===== src/hdl/mips_pkg.sv =====
package mips_pkg;

    // core-wide widths
    typedef logic [31:0] word_t;
    typedef logic [4:0]  creg_addr_t;
    typedef logic [4:0]  exc_code_t;

    // exception codes as written into Cause.ExcCode
    localparam exc_code_t code_int  = 5'h00;
    localparam exc_code_t code_adel = 5'h04;
    localparam exc_code_t code_ades = 5'h05;
    localparam exc_code_t code_sys  = 5'h08;
    localparam exc_code_t code_ov   = 5'h0c;

endpackage


===== src/hdl/cp0_pkg.sv =====
package cp0_pkg;

    import mips_pkg::*;

    // register numbers, select 0 only
    localparam creg_addr_t reg_badvaddr = 5'd8;
    localparam creg_addr_t reg_count    = 5'd9;
    localparam creg_addr_t reg_compare  = 5'd11;
    localparam creg_addr_t reg_status   = 5'd12;
    localparam creg_addr_t reg_cause    = 5'd13;
    localparam creg_addr_t reg_epc      = 5'd14;
    localparam creg_addr_t reg_config   = 5'd16;

    // status fields
    localparam int st_ie    = 0;
    localparam int st_exl   = 1;
    localparam int st_erl   = 2;
    localparam int st_im_lo = 8;
    localparam int st_im_hi = 15;

    // cause fields
    localparam int ca_exc_lo = 2;
    localparam int ca_exc_hi = 6;
    localparam int ca_ip_lo  = 8;
    localparam int ca_ip_hi  = 15;
    localparam int ca_bd     = 31;

    // BEV and ERL set out of reset
    localparam word_t status_init = 32'h0040_0004;
    // M bit set, kseg0 uncached
    localparam word_t config_init = 32'h8000_0002;

    // ERL/EXL combinations
    typedef enum logic [1:0] {
        lvl_normal,
        lvl_exc,
        lvl_err,
        lvl_err_exc
    } level_t;

endpackage


===== src/hdl/exc_if.sv =====
`timescale 1ns/1ps

interface exc_if import mips_pkg::*; ();

    logic      valid;
    exc_code_t code;
    word_t     pc;
    logic      in_delay_slot;
    word_t     badvaddr;

    modport src (output valid, code, pc, in_delay_slot, badvaddr);

    modport ctrl (input valid);

    // the control block decides whether anything is recorded
    modport regs (input code, pc, in_delay_slot, badvaddr);

endinterface


===== src/hdl/cp0_exc_ctrl.sv =====
`timescale 1ns/1ps

module cp0_exc_ctrl import mips_pkg::*, cp0_pkg::*; #(
    parameter word_t exc_vector = 32'hbfc0_0380
) (
    input  logic       clk,
    input  logic       reset,
    exc_if.ctrl        exc,
    input  logic       is_eret,
    input  word_t      epc,
    input  logic       exl_wr,
    input  logic       exl_wd,
    input  logic       ie,
    input  logic [7:0] im,
    input  logic [7:0] ip,
    output logic       exc_commit,
    output logic       epc_capture,
    output logic       exl,
    output logic       erl,
    output logic       int_pending,
    output logic       redirect_valid,
    output word_t      redirect_pc
);

    level_t lvl;
    level_t lvl_next;

    assign exl = (lvl == lvl_exc) || (lvl == lvl_err_exc);
    assign erl = (lvl == lvl_err) || (lvl == lvl_err_exc);

    assign exc_commit = exc.valid;
    // nested exception keeps the first EPC
    assign epc_capture = exc.valid && !exl;

    assign int_pending = ie && !exl && !erl && |(ip & im);

    // exception beats eret, eret beats a status write
    always_comb begin
        lvl_next = lvl;
        if (exc.valid) begin
            lvl_next = erl ? lvl_err_exc : lvl_exc;
        end else if (is_eret) begin
            case (lvl)
                lvl_err_exc: lvl_next = lvl_exc;
                default:     lvl_next = lvl_normal;
            endcase
        end else if (exl_wr) begin
            if (erl) begin
                lvl_next = exl_wd ? lvl_err_exc : lvl_err;
            end else begin
                lvl_next = exl_wd ? lvl_exc : lvl_normal;
            end
        end
    end

    always_ff @(posedge clk or posedge reset) begin
        if (reset) begin
            lvl <= lvl_err;
        end else begin
            lvl <= lvl_next;
        end
    end

    always_ff @(posedge clk or posedge reset) begin
        if (reset) begin
            redirect_valid <= 1'b0;
        end else begin
            redirect_valid <= exc.valid || is_eret;
        end
    end

    // eret returns to the EPC held before this edge
    always_ff @(posedge clk) begin
        if (exc.valid) begin
            redirect_pc <= exc_vector;
        end else if (is_eret) begin
            redirect_pc <= epc;
        end
    end

endmodule


===== src/hdl/cp0_regs.sv =====
`timescale 1ns/1ps

module cp0_regs import mips_pkg::*, cp0_pkg::*; (
    input  logic       clk,
    input  logic       reset,
    input  logic       cwr0_en,
    input  logic       cwr1_en,
    input  creg_addr_t cwr0_addr,
    input  creg_addr_t cwr1_addr,
    input  word_t      cwr0_data,
    input  word_t      cwr1_data,
    input  creg_addr_t ra0,
    input  creg_addr_t ra1,
    output word_t      rd0,
    output word_t      rd1,
    exc_if.regs        exc,
    input  logic       exc_commit,
    input  logic       epc_capture,
    input  logic       exl,
    input  logic       erl,
    input  word_t      count,
    input  word_t      compare,
    input  logic       timer_irq,
    input  logic [5:0] hw_int,
    output logic       count_wr,
    output logic       compare_wr,
    output word_t      wr_data,
    output logic       exl_wr,
    output logic       exl_wd,
    output logic       ie,
    output logic [7:0] im,
    output logic [7:0] ip,
    output word_t      status,
    output word_t      cause,
    output word_t      epc
);

    logic       status_we;
    logic       cause_we;
    logic       epc_we;
    word_t      status_wd;
    word_t      cause_wd;
    word_t      epc_wd;
    logic [1:0] ip_sw;
    exc_code_t  exccode;
    logic       bd;
    word_t      badvaddr;

    // port 1 first so that port 0 overrides it
    always_comb begin
        status_we = 1'b0;
        cause_we  = 1'b0;
        epc_we    = 1'b0;
        status_wd = cwr1_data;
        cause_wd  = cwr1_data;
        epc_wd    = cwr1_data;
        if (cwr1_en) begin
            status_we = (cwr1_addr == reg_status);
            cause_we  = (cwr1_addr == reg_cause);
            epc_we    = (cwr1_addr == reg_epc);
        end
        if (cwr0_en && cwr0_addr == reg_status) begin
            status_we = 1'b1;
            status_wd = cwr0_data;
        end
        if (cwr0_en && cwr0_addr == reg_cause) begin
            cause_we = 1'b1;
            cause_wd = cwr0_data;
        end
        if (cwr0_en && cwr0_addr == reg_epc) begin
            epc_we = 1'b1;
            epc_wd = cwr0_data;
        end
    end

    // timer registers share one data path
    always_comb begin
        count_wr   = (cwr0_en && cwr0_addr == reg_count) ||
                     (cwr1_en && cwr1_addr == reg_count);
        compare_wr = (cwr0_en && cwr0_addr == reg_compare) ||
                     (cwr1_en && cwr1_addr == reg_compare);
        if (cwr0_en && (cwr0_addr == reg_count || cwr0_addr == reg_compare)) begin
            wr_data = cwr0_data;
        end else begin
            wr_data = cwr1_data;
        end
    end

    assign exl_wr = status_we;
    assign exl_wd = status_wd[st_exl];

    always_ff @(posedge clk or posedge reset) begin
        if (reset) begin
            ie       <= status_init[st_ie];
            im       <= status_init[st_im_hi:st_im_lo];
            ip_sw    <= '0;
            exccode  <= '0;
            bd       <= 1'b0;
            epc      <= '0;
            badvaddr <= '0;
        end else begin
            if (status_we) begin
                ie <= status_wd[st_ie];
                im <= status_wd[st_im_hi:st_im_lo];
            end
            if (cause_we) begin
                ip_sw <= cause_wd[ca_ip_lo+1:ca_ip_lo];
            end
            if (epc_we) begin
                epc <= epc_wd;
            end
            if (exc_commit) begin
                exccode <= exc.code;
                if (exc.code == code_adel || exc.code == code_ades) begin
                    badvaddr <= exc.badvaddr;
                end
            end
            // exception capture overrides a software EPC write
            if (epc_capture) begin
                bd  <= exc.in_delay_slot;
                epc <= exc.in_delay_slot ? exc.pc - 32'd4 : exc.pc;
            end
        end
    end

    // IP7 is shared by hw_int[5] and the timer
    assign ip = {hw_int[5] | timer_irq, hw_int[4:0], ip_sw};

    always_comb begin
        status = status_init;
        status[st_im_hi:st_im_lo] = im;
        status[st_erl] = erl;
        status[st_exl] = exl;
        status[st_ie]  = ie;
    end

    always_comb begin
        cause = '0;
        cause[ca_bd] = bd;
        cause[ca_ip_hi:ca_ip_lo] = ip;
        cause[ca_exc_hi:ca_exc_lo] = exccode;
    end

    function automatic word_t read_reg(creg_addr_t addr);
        word_t v;
        case (addr)
            reg_badvaddr: v = badvaddr;
            reg_count:    v = count;
            reg_compare:  v = compare;
            reg_status:   v = status;
            reg_cause:    v = cause;
            reg_epc:      v = epc;
            reg_config:   v = config_init;
            default:      v = '0;
        endcase
        return v;
    endfunction

    always_comb begin
        rd0 = read_reg(ra0);
        rd1 = read_reg(ra1);
    end

endmodule


===== src/hdl/cp0_timer.sv =====
`timescale 1ns/1ps

module cp0_timer import mips_pkg::*; #(
    parameter int timer_div = 2
) (
    input  logic  clk,
    input  logic  reset,
    input  logic  count_wr,
    input  logic  compare_wr,
    input  word_t wr_data,
    output word_t count,
    output word_t compare,
    output logic  timer_irq
);

    localparam int pre_w = (timer_div > 1) ? $clog2(timer_div) : 1;
    localparam logic [pre_w-1:0] pre_last = pre_w'(timer_div - 1);

    logic [pre_w-1:0] pre;
    logic             tick;
    logic             match;
    logic             match_d;

    assign tick  = (pre == pre_last);
    assign match = (count == compare);

    // count write restarts the prescaler
    always_ff @(posedge clk or posedge reset) begin
        if (reset) begin
            pre   <= '0;
            count <= '0;
        end else if (count_wr) begin
            pre   <= '0;
            count <= wr_data;
        end else if (tick) begin
            pre   <= '0;
            count <= count + 32'd1;
        end else begin
            pre <= pre + 1'b1;
        end
    end

    always_ff @(posedge clk or posedge reset) begin
        if (reset) begin
            compare <= '0;
        end else if (compare_wr) begin
            compare <= wr_data;
        end
    end

    // fire only when equality is reached, not on the reset state 0 == 0
    always_ff @(posedge clk or posedge reset) begin
        if (reset) begin
            match_d   <= 1'b1;
            timer_irq <= 1'b0;
        end else begin
            match_d <= match;
            if (compare_wr) begin
                timer_irq <= 1'b0;
            end else if (match && !match_d) begin
                timer_irq <= 1'b1;
            end
        end
    end

endmodule


===== src/hdl/cp0_top.sv =====
`timescale 1ns/1ps

module cp0_top import mips_pkg::*; #(
    parameter word_t exc_vector = 32'hbfc0_0380,
    parameter int    timer_div  = 2
) (
    input  logic       clk,
    input  logic       reset,
    input  logic       cwr0_en,
    input  creg_addr_t cwr0_addr,
    input  word_t      cwr0_data,
    input  logic       cwr1_en,
    input  creg_addr_t cwr1_addr,
    input  word_t      cwr1_data,
    input  creg_addr_t ra0,
    input  creg_addr_t ra1,
    output word_t      rd0,
    output word_t      rd1,
    input  logic       exc_valid,
    input  exc_code_t  exc_code,
    input  word_t      exc_pc,
    input  logic       exc_in_delay_slot,
    input  word_t      exc_badvaddr,
    input  logic       is_eret,
    input  logic [5:0] hw_int,
    output word_t      status,
    output word_t      cause,
    output word_t      epc,
    output logic       int_pending,
    output logic       timer_interrupt,
    output logic       redirect_valid,
    output word_t      redirect_pc
);

    exc_if u_exc ();

    logic       exc_commit;
    logic       epc_capture;
    logic       exl;
    logic       erl;
    logic       exl_wr;
    logic       exl_wd;
    logic       ie;
    logic [7:0] im;
    logic [7:0] ip;
    logic       count_wr;
    logic       compare_wr;
    word_t      wr_data;
    word_t      count;
    word_t      compare;

    assign u_exc.valid         = exc_valid;
    assign u_exc.code          = exc_code;
    assign u_exc.pc            = exc_pc;
    assign u_exc.in_delay_slot = exc_in_delay_slot;
    assign u_exc.badvaddr      = exc_badvaddr;

    cp0_exc_ctrl #(
        .exc_vector (exc_vector)
    ) u_exc_ctrl (
        .clk            (clk),
        .reset          (reset),
        .exc            (u_exc.ctrl),
        .is_eret        (is_eret),
        .epc            (epc),
        .exl_wr         (exl_wr),
        .exl_wd         (exl_wd),
        .ie             (ie),
        .im             (im),
        .ip             (ip),
        .exc_commit     (exc_commit),
        .epc_capture    (epc_capture),
        .exl            (exl),
        .erl            (erl),
        .int_pending    (int_pending),
        .redirect_valid (redirect_valid),
        .redirect_pc    (redirect_pc)
    );

    cp0_timer #(
        .timer_div (timer_div)
    ) u_timer (
        .clk        (clk),
        .reset      (reset),
        .count_wr   (count_wr),
        .compare_wr (compare_wr),
        .wr_data    (wr_data),
        .count      (count),
        .compare    (compare),
        .timer_irq  (timer_interrupt)
    );

    cp0_regs u_regs (
        .clk         (clk),
        .reset       (reset),
        .cwr0_en     (cwr0_en),
        .cwr1_en     (cwr1_en),
        .cwr0_addr   (cwr0_addr),
        .cwr1_addr   (cwr1_addr),
        .cwr0_data   (cwr0_data),
        .cwr1_data   (cwr1_data),
        .ra0         (ra0),
        .ra1         (ra1),
        .rd0         (rd0),
        .rd1         (rd1),
        .exc         (u_exc.regs),
        .exc_commit  (exc_commit),
        .epc_capture (epc_capture),
        .exl         (exl),
        .erl         (erl),
        .count       (count),
        .compare     (compare),
        .timer_irq   (timer_interrupt),
        .hw_int      (hw_int),
        .count_wr    (count_wr),
        .compare_wr  (compare_wr),
        .wr_data     (wr_data),
        .exl_wr      (exl_wr),
        .exl_wd      (exl_wd),
        .ie          (ie),
        .im          (im),
        .ip          (ip),
        .status      (status),
        .cause       (cause),
        .epc         (epc)
    );

endmodule


===== config.mk =====
export PLATFORM = sky130hd
export DESIGN_NAME = cp0_top
export DESIGN_NICKNAME = d
export VERILOG_FILES = /design/src/hdl/mips_pkg.sv /design/src/hdl/cp0_pkg.sv /design/src/hdl/exc_if.sv /design/src/hdl/cp0_exc_ctrl.sv /design/src/hdl/cp0_regs.sv /design/src/hdl/cp0_timer.sv /design/src/hdl/cp0_top.sv
export SDC_FILE = /design/constraint.sdc
export NUM_CORES = 1
export LEC_CHECK = 0
export BUFFER_PORTS_ARGS = -buffer_cell sky130_fd_sc_hd__buf_2
export CELL_PAD_IN_SITES_DETAIL_PLACEMENT = 0
export CELL_PAD_IN_SITES_GLOBAL_PLACEMENT = 1
export CORE_MARGIN = 3
export CORE_UTILIZATION = 42
export CTS_CLUSTER_DIAMETER = 120
export DETAILED_ROUTE_END_ITERATION = 10
export PLACE_DENSITY_LB_ADDON = 0.1
export REMOVE_ABC_BUFFERS = 1
export SKIP_LAST_GASP = 1
export SLEW_MARGIN = 5
export SYNTH_ARGS = -nofsm -noshare
export SYNTH_HDL_FRONTEND = slang
export SYNTH_SLANG_ARGS = --single-unit
export TNS_END_PERCENT = 10

===== constraint.sdc =====
create_clock -name clk -period 15.8 [get_ports clk]
set_clock_uncertainty 0.2 [all_clocks]
set_input_delay 2.37 -clock clk [delete_from_list [all_inputs] [get_ports clk]]
set_output_delay 2.37 -clock clk [all_outputs]
set_load 0.02 [all_outputs]

### After elaboration in Yosys (flattened, before gate mapping)

Cells that the tools add are included.

* reduce and logical (&&, ||, !) cells: 29
* $add $sub $neg: 3
* equality and inequality tests: 30
* bitwise logic cells: 2
* mux-type cells: 29

Operators by type and width (count)
* $pmux 32 s7: 2
* $mux 32: 7
* $eq 5x4->1 const B: 22
* $add 32x1->32 const B: 1
* $eq 32x32->1: 1
* $sub 32x3->32 const B: 1
* $mux 16: 1
* $logic_and 1x1->1: 13
* $mux 1: 13
* $eq 5x3->1 const B: 2
* $eq 5x5->1 const B: 2
* $mux 10: 1
* $mux 2: 5
* $and 8x8->8: 1
* $reduce_or 8->1: 1
* $logic_or 1x1->1: 7
* $reduce_bool 2->1: 3
* $eq 2x2->1 const B: 2
* $logic_not 1->1: 3
* $reduce_bool 3->1: 1
* $eq 2x1->1 const B: 1
* $reduce_and 2->1: 1
* $add 1x1->1 const B: 1
* $or 1x1->1: 1

* output and inout bits: 195
* logic and storage cells: 108
* register bits after elaboration: 183
* input port bits: 166

### Depth between registers and ports, before layout

Gate-level depths: netlist of run 1.

* depth in word-level cells: 8
* mapped depth: 8

### Modules after synthesis

From an unflattened synthesis of run 1, not the netlist that was laid out.

* cells, all modules: 1308
* area total of the unflattened synthesis: 12234.2 µm²

Modules (own cells, without submodules)
* cp0_regs: times used 1, area an instance 7345.8 µm², cells each 846
* cp0_timer: times used 1, area an instance 3549.7 µm², cells each 338
* cp0_exc_ctrl: times used 1, area an instance 1338.8 µm², cells each 124

### Worst setup path before layout of run 1

No wires, ideal clock.

* kind: input port to output port
* start point: input ra1[2]
* end point: output rd1[17]
* slack: 9254 ps
* arrival: 3976 ps
* path buffers: 4
* stages on the path: 8
* cell sequence: clkbuf_1 nor2b_1 and2_1 clkbuf_1 buf_2 buf_1 a222oi_1 nand2_1

* cells in the longest elaborated chain, start to end: 2
* elaborated cells on any way between the ends: 8
* those cells by class: 7 x eq/ne; 1 x mux

RTL lines
* start, declared: line cp0_top.sv:16 `input creg_addr_t ra1,`
* $eq 5x5->1 or $eq 5x4->1 (tied branches): line cp0_regs.sv:146 `case (addr)`
* $pmux 32 s7 (*): line cp0_regs.sv:146
* end, declared: line cp0_top.sv:18 `output word_t rd1,`

Every way passes the cells marked *; elsewhere a longest branch is shown, timed or not.

### Final worst setup path of run 1

* start point: input ra1[4]
* end point: output rd1[3]

The elaborated chain is that of the path after synthesis.

==> flow_summary_export.csv, run 1 <==
group,metric,value,unit
pwr,power,1.70,mW
drt,first_iter_violations,1009,
cells_and_area,drive_above_1_share,28.2,%
drt,routed_wl,46900,um
sta,rsz0062_at_grt,"false",
sta,setup_viol,0,
cells_and_area,final_nets,1720,
clock_network,cts_tree,"yes",
setup_path,cp.required,13.23,ns
floorplanning,fp.coreArea,0.0273,mm^2
yosys,yosysTopAreaCellShare,31.6,%
clock_network,clkTransAtPathRegs,0.06,ns
cells_and_area,final_cell_count_no_fill,1941,
grt,grt_pass1_vias,11200,
setup_path,crit_fanout,11,
grt,grt_pass1_wl,69600,um
sta,whs,0.267,ns
hold_path,whs_path_depth,2,
yosys,synthTopCellsByArea,"dfrtp_1 (32%), mux2i_1 (12%), dfxtp_1 (5.4%), nand2_1 (4.4%), xnor2_1 (4.2%)",
yosys,postSynthAreaPerCell,9.06,um^2
drt,dr.pass1.iters,7,
place,placed_area,0.0135,mm^2
floorplanning,die_h,174,um
grt,grt_start_max_net_pins,97,
place,gp_congestion,0.867,
setup_path,rr_startpoint,"u_timer.pre$_DFF_PP0_",
clock_network,clk_latency,0.44,ns
cells_and_area,area_growth,19.2,%
drt,ant_nets,0,
yosys,yosysMostFrequentCell,"dfrtp_1",
setup_path,cp_common_cell,"buf_2",
clock_network,h-tree-depth,4,
yosys,synth_warnings,0,
hold_path,hp-start,"u_exc_ctrl.redirect_pc[22]$_SDFFE_PP1P_",
clock_network,cts_root_buf,"clkbuf_16",
setup_path,crit_path_start_kind,"input port",
pwr,leakage,6.75,nW
setup_path,crit_type,"input port to output port",
sta,period_minus_slack,7.94,ns
yosys,yosys-top-cells-count,"dfrtp_1 (149), mux2i_1 (145), nand2_1 (140), nor2_1 (113), a21oi_1 (92)",
sta,slew_headroom,18.8,%
pwr,ir_worst_vdd,0.0000548,V
drt,drc_errors,0,
yosys,yosysUniqueCellTypes,75,
yosys,ys_ff_latch,183,
grt,antenna_found_initial,5,
run_status,status,"complete, no violations",
sta,worstMarginPinSlew,1.22,ns
sta,post-route-period-util,50.3,%
floorplanning,initial_core_util,43.2,%
place,place.detailed.hpwl,32100,um
setup_path,ff2ff_path_depth,5,
yosys,postSynthCellCount,1304,
setup_path,rrSetupSlack,12.96,ns
setup_path,critPathTopFamily,"simple AND/OR/NAND/NOR gates",
hold_path,hold_class,"flop to flop",
setup_path,cp.buffers_inverters,3,
setup_path,max_stage_delay,0.89,ns
flow_run,maxCapViolCount,0,
clock_network,numCtsBuffers,17,
yosys,syn-cell-area,0.0118,mm^2
pwr,p_per_area,121,mW/mm^2
yosys,synth_top_area_cell,"dfrtp_1",
setup_path,startpoint,"ra1[4]",
setup_path,crit_chain,"buf_2, nor3b_1, nand2b_1, nor2_1, buf_4, a22oi_1, nand2_1, buf_2",
sta,finalHoldViolCount,0,
yosys,synth_edf_count,0,
clock_network,cts.sinks,183,
drt,viasPerCell,5.86,
place,port-buffer-count,321,
setup_path,r2r-end,"u_timer.count[17]$_DFFE_PP0N_",
drt,wl_per_cell,24.2,um
cells_and_area,fin_util,51.6,%
floorplanning,rows,60,
place,dp_slack,8.01,ns
grt,grt_overflow,0,
setup_path,crit_arrival,5.37,ns
floorplanning,ios,361,
clock_network,ctsResizeCount,0,
floorplanning,die_x,174,um
yosys,ys.flop_type,"dfrtp_1",
clock_network,hold_buffers,0,
sta,drv_slew,0,
sta,layout_setup_ws,7.86,ns
grt,grtUsageTotal,30.1,%
yosys,async_reset_ff_share,82.5,%
clock_network,post_cts_buffers,0,
setup_path,cp-end-kind,"output port",
cells_and_area,fin_area,0.0141,mm^2
cells_and_area,fillers,2713,
drt,num_vias,11400,
clock_network,max-clock-path-buffers,2,
setup_path,slowest_stage,"nor2_1",
floorplanning,die_area,0.0302,mm^2
place,numPlacedInstances,1905,
hold_path,hold_end,"u_exc_ctrl.redirect_pc[22]$_SDFFE_PP1P_",
yosys,seq_area_frac_synth,37.4,%
sta,fmax,126,MHz
sta,tns,0,ns
==> worst max path at each step <==
stage / to / slack (ns) / depth (start not counted)
after CTS: rd1[3] / 8.01 / 8
final: rd1[3] / 7.86 / 8
after detailed placement: rd1[3] / 8.01 / 8
after floorplan: rd0[11] / 7.52 / 4
after global placement: rd1[5] / 8.10 / 8
after global routing: rd1[31] / 7.76 / 8
==> worst register-to-register path, stage by stage (launching register included) <==
cell and delay, ns:
dfrtp_1 0.51, nand4_1 0.46, nor4_1 1.03, nand2_1 0.21, xnor2_1 0.18, o21a_1 0.17
==> layer usage <==
metal / part of all wire, % / up-vias / GRT usage, %
met2: 45 / 555 / 47.7
li1: - / 5159 / -
met5: 0.045 / - / 0
met4: 2.7 / 4 / 9.68
met1: 43 / 5586 / 41.2
met3: 8.4 / 73 / 6.48
==> registers in the layout (all words and copies together), names as in the netlist, 2 cells and up <==
| register | cells |
|---|---|
| u_regs.badvaddr | 32 |
| u_regs.ip_sw | 2 |
| u_regs.exccode | 5 |
| u_exc_ctrl.lvl | 2 |
| u_regs.epc | 32 |
| u_regs.im | 8 |
| u_timer.compare | 32 |
| u_timer.count | 32 |
| u_exc_ctrl.redirect_pc | 32 |
==> placed cells by master, fill, tap and decap left out, types with 12 or more instances in the layout <==
cell type	Yosys	routed
nor4_1	13	12
buf_2	7	321
a21oi_1	92	92
clkbuf_16	0	17
nand3_1	27	27
nor3_1	20	18
xnor2_1	57	57
nand2_1	140	140
dfxtp_1	32	32
buf_4	48	20
xor2_1	28	28
o21ai_0	45	45
a222oi_1	27	27
conb_1	2	39
nand4_1	23	23
mux2_2	39	39
nor2_1	113	113
a221o_1	15	15
a22oi_1	30	30
dfrtp_1	149	149
mux2i_1	145	145
==> cells by family (layout without fill, tap and decap cells) <==
group                    Yosys count  after routing  share of synthesized area, %
AND/OR/NAND/NOR                  402            402                          16.5
buffers and inverters            159            383                          6.73
AO/OA/AOI/OAI                    279            279                          15.9
adder cells (fa/ha/maj)            2              2                         0.212
other                              2             43                        0.0636
flip-flops                       183            183                          37.4
XOR/XNOR                          85             85                          6.30
multiplexers                     192            192                          16.9
==> area by class of cell <==
| type | instances | area, um^2 | area share [%] |
|---|---|---|---|
| antenna | 4 | 10.0 | 0.0711 |
| clock buffer | 20 | 437 | 3.10 |
| clock inverter | 12 | 166 | 1.18 |
| inverter | 10 | 42.5 | 0.302 |
| multi-input combinational | 999 | 6790 | 48.2 |
| sequential | 183 | 4420 | 31.4 |
| tap | 372 | 465 | 3.30 |
| timing repair buffer | 341 | 1760 | 12.5 |
==> where the power goes <==
| group | switching, mW | internal (mW) |
|---|---|---|
| Sequential | 0.166 | 0.574 |
| Combinational | 0.285 | 0.213 |
| Clock | 0.209 | 0.253 |
| Total | 0.659 | 1.04 |
No activity file was read; power rests on OpenSTA's default activity.
==> inputs of run 2 (changes only) <==
--- a/config.mk
+++ b/config.mk
@@ -9,7 +9,7 @@
 export CELL_PAD_IN_SITES_DETAIL_PLACEMENT = 0
 export CELL_PAD_IN_SITES_GLOBAL_PLACEMENT = 1
 export CORE_MARGIN = 3
-export CORE_UTILIZATION = 42
+export CORE_UTILIZATION = 35
 export CTS_CLUSTER_DIAMETER = 120
 export DETAILED_ROUTE_END_ITERATION = 10
 export PLACE_DENSITY_LB_ADDON = 0.1
==> constraint.sdc (replaced) <==
create_clock -name clk -period 7.13 [get_ports clk]
set_clock_uncertainty 0.2 [all_clocks]
set_input_delay 1.0695 -clock clk [delete_from_list [all_inputs] [get_ports clk]]
set_output_delay 1.0695 -clock clk [all_outputs]
set_load 0.02 [all_outputs]
==> flow_summary_export.csv, run 2 (same netlist as run 1, synthesis figures left out) <==
group,metric,value,unit
run_status,status,"complete, no violations",
pwr,p_per_area,260,mW/mm^2
setup_path,crit_chain,"buf_2, nor2b_1, and2_1, buf_4, a22oi_1, o21ai_0, a221o_1, buf_2",
grt,grt_pass1_vias,10800,
drt,wl_per_cell,24.3,um
grt,antenna_found_initial,4,
drt,num_vias,11200,
sta,period_minus_slack,4.85,ns
setup_path,r2r-end,"u_timer.count[17]$_DFFE_PP0N_",
clock_network,cts.sinks,183,
grt,grt_start_max_net_pins,68,
drt,first_iter_violations,1004,
sta,tns,0,ns
hold_path,hp-start,"u_exc_ctrl.redirect_pc[29]$_SDFFE_PP1P_",
setup_path,cp.buffers_inverters,3,
drt,drc_errors,0,
grt,grtUsageTotal,26.4,%
floorplanning,fp.coreArea,0.0329,mm^2
setup_path,ff2ff_path_depth,5,
setup_path,cp.required,5.86,ns
drt,routed_wl,48900,um
clock_network,ctsResizeCount,0,
setup_path,critPathTopFamily,"simple AND/OR/NAND/NOR gates",
setup_path,crit_arrival,3.58,ns
setup_path,rr_startpoint,"u_timer.pre$_DFF_PP0_",
floorplanning,initial_core_util,35.9,%
sta,layout_setup_ws,2.28,ns
setup_path,max_stage_delay,0.83,ns
setup_path,cp_common_cell,"buf_2",
hold_path,whs_path_depth,2,
sta,post-route-period-util,68.0,%
sta,setup_viol,0,
floorplanning,die_x,190,um
place,place.detailed.hpwl,34500,um
floorplanning,die_area,0.0360,mm^2
drt,dr.pass1.iters,6,
sta,rsz0062_at_grt,"false",
flow_run,maxCapViolCount,0,
setup_path,crit_path_start_kind,"input port",
floorplanning,rows,66,
sta,whs,0.274,ns
setup_path,slowest_stage,"and2_1",
place,port-buffer-count,321,
drt,ant_nets,0,
hold_path,hold_class,"flop to flop",
clock_network,hold_buffers,0,
clock_network,cts_root_buf,"clkbuf_16",
clock_network,numCtsBuffers,17,
cells_and_area,drive_above_1_share,28.4,%
grt,grt_overflow,0,
clock_network,clkTransAtPathRegs,0.07,ns
sta,finalHoldViolCount,0,
cells_and_area,layout_common_cells,"buf_2 (321), dfrtp_1 (149), mux2i_1 (145)",
setup_path,rrSetupSlack,4.27,ns
grt,grt_pass1_wl,71000,um
cells_and_area,final_nets,1722,
pwr,leakage,6.74,nW
sta,slew_headroom,20.9,%
drt,viasPerCell,5.57,
pwr,ir_worst_vdd,0.000162,V
sta,worstMarginPinSlew,1.19,ns
floorplanning,die_h,190,um
sta,drv_slew,0,
sta,fmax,206,MHz
place,dp_slack,2.33,ns
setup_path,crit_fanout,20,
clock_network,cts_tree,"yes",
clock_network,clk_latency,0.44,ns
setup_path,cp-end-kind,"output port",
hold_path,hold_end,"u_exc_ctrl.redirect_pc[29]$_SDFFE_PP1P_",
cells_and_area,area_growth,19.6,%
setup_path,crit_type,"input port to output port",
floorplanning,ios,361,
cells_and_area,fillers,3421,
cells_and_area,final_cell_count_no_fill,2012,
clock_network,h-tree-depth,4,
clock_network,post_cts_buffers,0,
place,numPlacedInstances,1977,
place,gp_congestion,0.841,
cells_and_area,final_common_cell,"buf_2",
clock_network,max-clock-path-buffers,2,
run 2: changes by cell type in the layout (fill, tap and decap cells not counted), moves of 2 or more:
| cell | previous run | this run |
|---|---|---|
| clkinv_4 | 1 | 4 |
| buf_4 | 20 | 22 |
| bufinv_16 | 3 | 0 |
| clkbuf_1 | 3 | 1 |
| clkinv_2 | 0 | 3 |
run 2: per-layer routing:
metal,track usage [%],vias to the layer above,wire length (um)
met2,42.3,502,22700
met4,4.38,6,495
met5,0,-,31
li1,-,5135,-
met1,37.2,5525,21900
met3,5.95,31,3770
run 2: worst min-delay path, stage by stage, from the launching register on:
cell	delay [ns]
dfxtp_1	0.32
mux2i_1	0.06
nand2_1	0.06
run 2: where the power goes:
group	switching (mW)	internal, mW	total, mW
Combinational	0.631	0.473	1.10
Clock	0.459	0.459	0.918
Sequential	0.381	1.27	1.65
run 2: cell type report:
class / count / area [um^2] / share of cell area, %
antenna: 3 / 7.51 / 0.0531
tap: 442 / 553 / 3.91
sequential: 183 / 4420 / 31.3
timing repair buffer: 343 / 1770 / 12.5
clock inverter: 13 / 98.8 / 0.699
inverter: 10 / 42.5 / 0.301
multi-input combinational: 999 / 6790 / 48.1
clock buffer: 19 / 443 / 3.13
run 2: worst max-delay path by stage:
stage / depth (start not counted) / end / slack (ns) / startpoint
final: 8 / rd1[10] / 2.28 / ra1[2]
after global routing: 8 / rd1[8] / 2.16 / ra1[2]
after CTS: 8 / rd1[10] / 2.33 / ra1[2]
after detailed placement: 8 / rd1[10] / 2.33 / ra1[2]
after global placement: 8 / rd1[9] / 2.44 / ra1[2]
after floorplan: 4 / rd0[11] / 1.45 / ra0[3]
run 2: metrics by stage:
step	utilization (%)	power [mW]	instance area, um^2
after detailed placement	41.3	2.77	13600
after CTS	43.0	3.70	14100
after global placement	41.3	2.76	13600
after floorplan	-	2.26	11200
after global routing	43.0	3.88	14100
final	43.0	3.68	14100
==> inputs of run 3 (changes only) <==
--- a/config.mk
+++ b/config.mk
@@ -9,7 +9,7 @@
 export CELL_PAD_IN_SITES_DETAIL_PLACEMENT = 0
 export CELL_PAD_IN_SITES_GLOBAL_PLACEMENT = 1
 export CORE_MARGIN = 3
-export CORE_UTILIZATION = 35
+export CORE_UTILIZATION = 39
 export CTS_CLUSTER_DIAMETER = 120
 export DETAILED_ROUTE_END_ITERATION = 10
 export PLACE_DENSITY_LB_ADDON = 0.1
==> constraint.sdc (replaced) <==
create_clock -name clk -period 5 [get_ports clk]
set_clock_uncertainty 0.2 [all_clocks]
set_input_delay 0.75 -clock clk [delete_from_list [all_inputs] [get_ports clk]]
set_output_delay 0.75 -clock clk [all_outputs]
set_load 0.02 [all_outputs]
==> flow_summary_export.csv, run 3 (same netlist as run 1, synthesis figures left out) <==
group,metric,value,unit
setup_path,critPathTopFamily,"simple AND/OR/NAND/NOR gates",
setup_path,max_stage_delay,0.90,ns
floorplanning,die_h,180,um
sta,finalHoldViolCount,0,
pwr,p_per_area,375,mW/mm^2
drt,ant_nets,0,
grt,grt_overflow,0,
drt,first_iter_violations,970,
sta,period_minus_slack,4.18,ns
setup_path,cp_common_cell,"buf_2",
cells_and_area,layout_common_cells,"buf_2 (321), dfrtp_1 (149), mux2i_1 (145)",
flow_run,maxCapViolCount,0,
place,gp_congestion,0.880,
cells_and_area,fillers,2993,
floorplanning,die_area,0.0324,mm^2
cells_and_area,area_growth,19.8,%
drt,num_vias,11300,
cells_and_area,fin_util,47.6,%
setup_path,slowest_stage,"nor3b_4",
floorplanning,die_x,180,um
sta,layout_setup_ws,0.821,ns
grt,antenna_found_initial,2,
sta,drv_slew,0,
setup_path,cp.buffers_inverters,3,
sta,rsz0062_at_grt,"false",
pwr,power,5.31,mW
place,port-buffer-count,321,
clock_network,cts_root_buf,"clkbuf_16",
grt,grtUsageTotal,28.5,%
setup_path,crit_chain,"buf_2, nor2b_1, nand2_1, nor3b_4, buf_4, a22oi_1, o21ai_0, buf_2",
place,dp_slack,0.854,ns
setup_path,cp-end-kind,"output port",
sta,fmax,239,MHz
clock_network,hold_buffers,0,
run_status,status,"complete, no violations",
grt,grt_pass1_wl,71000,um
setup_path,crit_arrival,3.23,ns
floorplanning,rows,63,
drt,drc_errors,0,
floorplanning,initial_core_util,39.8,%
cells_and_area,final_nets,1730,
clock_network,post_cts_buffers,0,
drt,routed_wl,47600,um
sta,post-route-period-util,83.6,%
clock_network,cts_tree,"yes",
drt,viasPerCell,5.73,
clock_network,ctsResizeCount,0,
grt,grt_start_max_net_pins,88,
cells_and_area,drive_above_1_share,28.6,%
drt,dr.pass1.iters,6,
hold_path,hold_class,"input port to async pin",
floorplanning,fp.coreArea,0.0297,mm^2
floorplanning,ios,361,
setup_path,crit_type,"input port to output port",
sta,slew_headroom,18.1,%
clock_network,clkTransAtPathRegs,0.08,ns
setup_path,cp.required,4.05,ns
clock_network,cts.sinks,183,
sta,setup_viol,0,
clock_network,numCtsBuffers,17,
clock_network,clk_latency,0.45,ns
pwr,ir_worst_vdd,0.000193,V
clock_network,h-tree-depth,4,
setup_path,crit_path_start_kind,"input port",
clock_network,max-clock-path-buffers,2,
place,place.detailed.hpwl,33900,um
setup_path,crit_fanout,15,
sta,worstMarginPinSlew,1.23,ns
cells_and_area,final_common_cell,"buf_2",
pwr,leakage,6.80,nW
drt,wl_per_cell,24.2,um
grt,grt_pass1_vias,11100,
==> run 3: changes by cell type in the layout (fill, tap and decap cells not counted), moves of 2 or more <==
cell        previous run  this run
inv_6                  4         7
clkinvlp_4             3         0
diode_2                3         1
inv_8                  0         2
clkinv_2               3         0
buf_4                 22        29
==> run 3: cell type report <==
type,count,area [um^2],share of cell area (%)
Multi-Input combinational cell,999,6780,47.9
Sequential cell,183,4420,31.2
Timing Repair Buffer,351,1840,13.0
Tap cell,390,488,3.45
Clock buffer,20,447,3.15
Clock inverter,12,131,0.928
Inverter,10,42.5,0.300
Antenna cell,1,2.50,0.0177
==> run 3: where the power goes <==
part,switching (mW),internal [mW]
clock,0.672,0.722
combinational,0.898,0.677
sequential,0.532,1.81
total,2.10,3.21
==> run 3: worst reg2reg max path, cell delays in order (launching register included) <==
cell     delay [ns]
dfrtp_1        0.50
nand4_1        0.47
nor4_1         1.01
nand2_1        0.17
xnor2_1        0.18
o21a_1         0.17
==> run 3: path summary, 6_finish.rpt <==
check,startpoint,end,slack [ns],cells after the start
max reg2reg,u_timer.pre$_DFF_PP0_,u_timer.count[17]$_DFFE_PP0N_,2.21,5
max,ra0[3],rd0[16],0.82,8
min reg2reg,u_exc_ctrl.redirect_pc[24]$_SDFFE_PP1P_,u_exc_ctrl.redirect_pc[24]$_SDFFE_PP1P_,0.27,2
min in group clk,u_exc_ctrl.redirect_pc[24]$_SDFFE_PP1P_,u_exc_ctrl.redirect_pc[24]$_SDFFE_PP1P_,0.27,2
min,reset,u_regs.badvaddr[14]$_DFFE_PP0P_,0.26,2
max in group asynchronous,reset,u_timer.compare[8]$_DFFE_PP0N_,3.25,3
==> run 3: metrics by stage <==
| step | cells | setup TNS, ns | hold WS, ns | instance area, um^2 |
|---|---|---|---|---|
| 2_1_floorplan | 1192 | -1.92 | 0.282 | 11200 |
| 6_report | 1966 | 0 | 0.259 | 14200 |
| 4_1_cts | 1965 | 0 | 0.276 | 14200 |
| 3_3_place_gp | 1933 | 0 | 0.249 | 13600 |
| 3_5_place_dp | 1933 | 0 | 0.254 | 13600 |
| 5_1_grt | 1966 | 0 | 0.301 | 14200 |
==> run 3: metal layers <==
layer	track usage (%)	share of wire, %	routed length [um]	vias up
met5	0	0.027	13	-
met4	7.34	2.0	934	2
met3	4.68	6.9	3300	49
met2	45.7	46	21800	488
met1	40.3	45	21500	5557
li1	-	-	-	5160
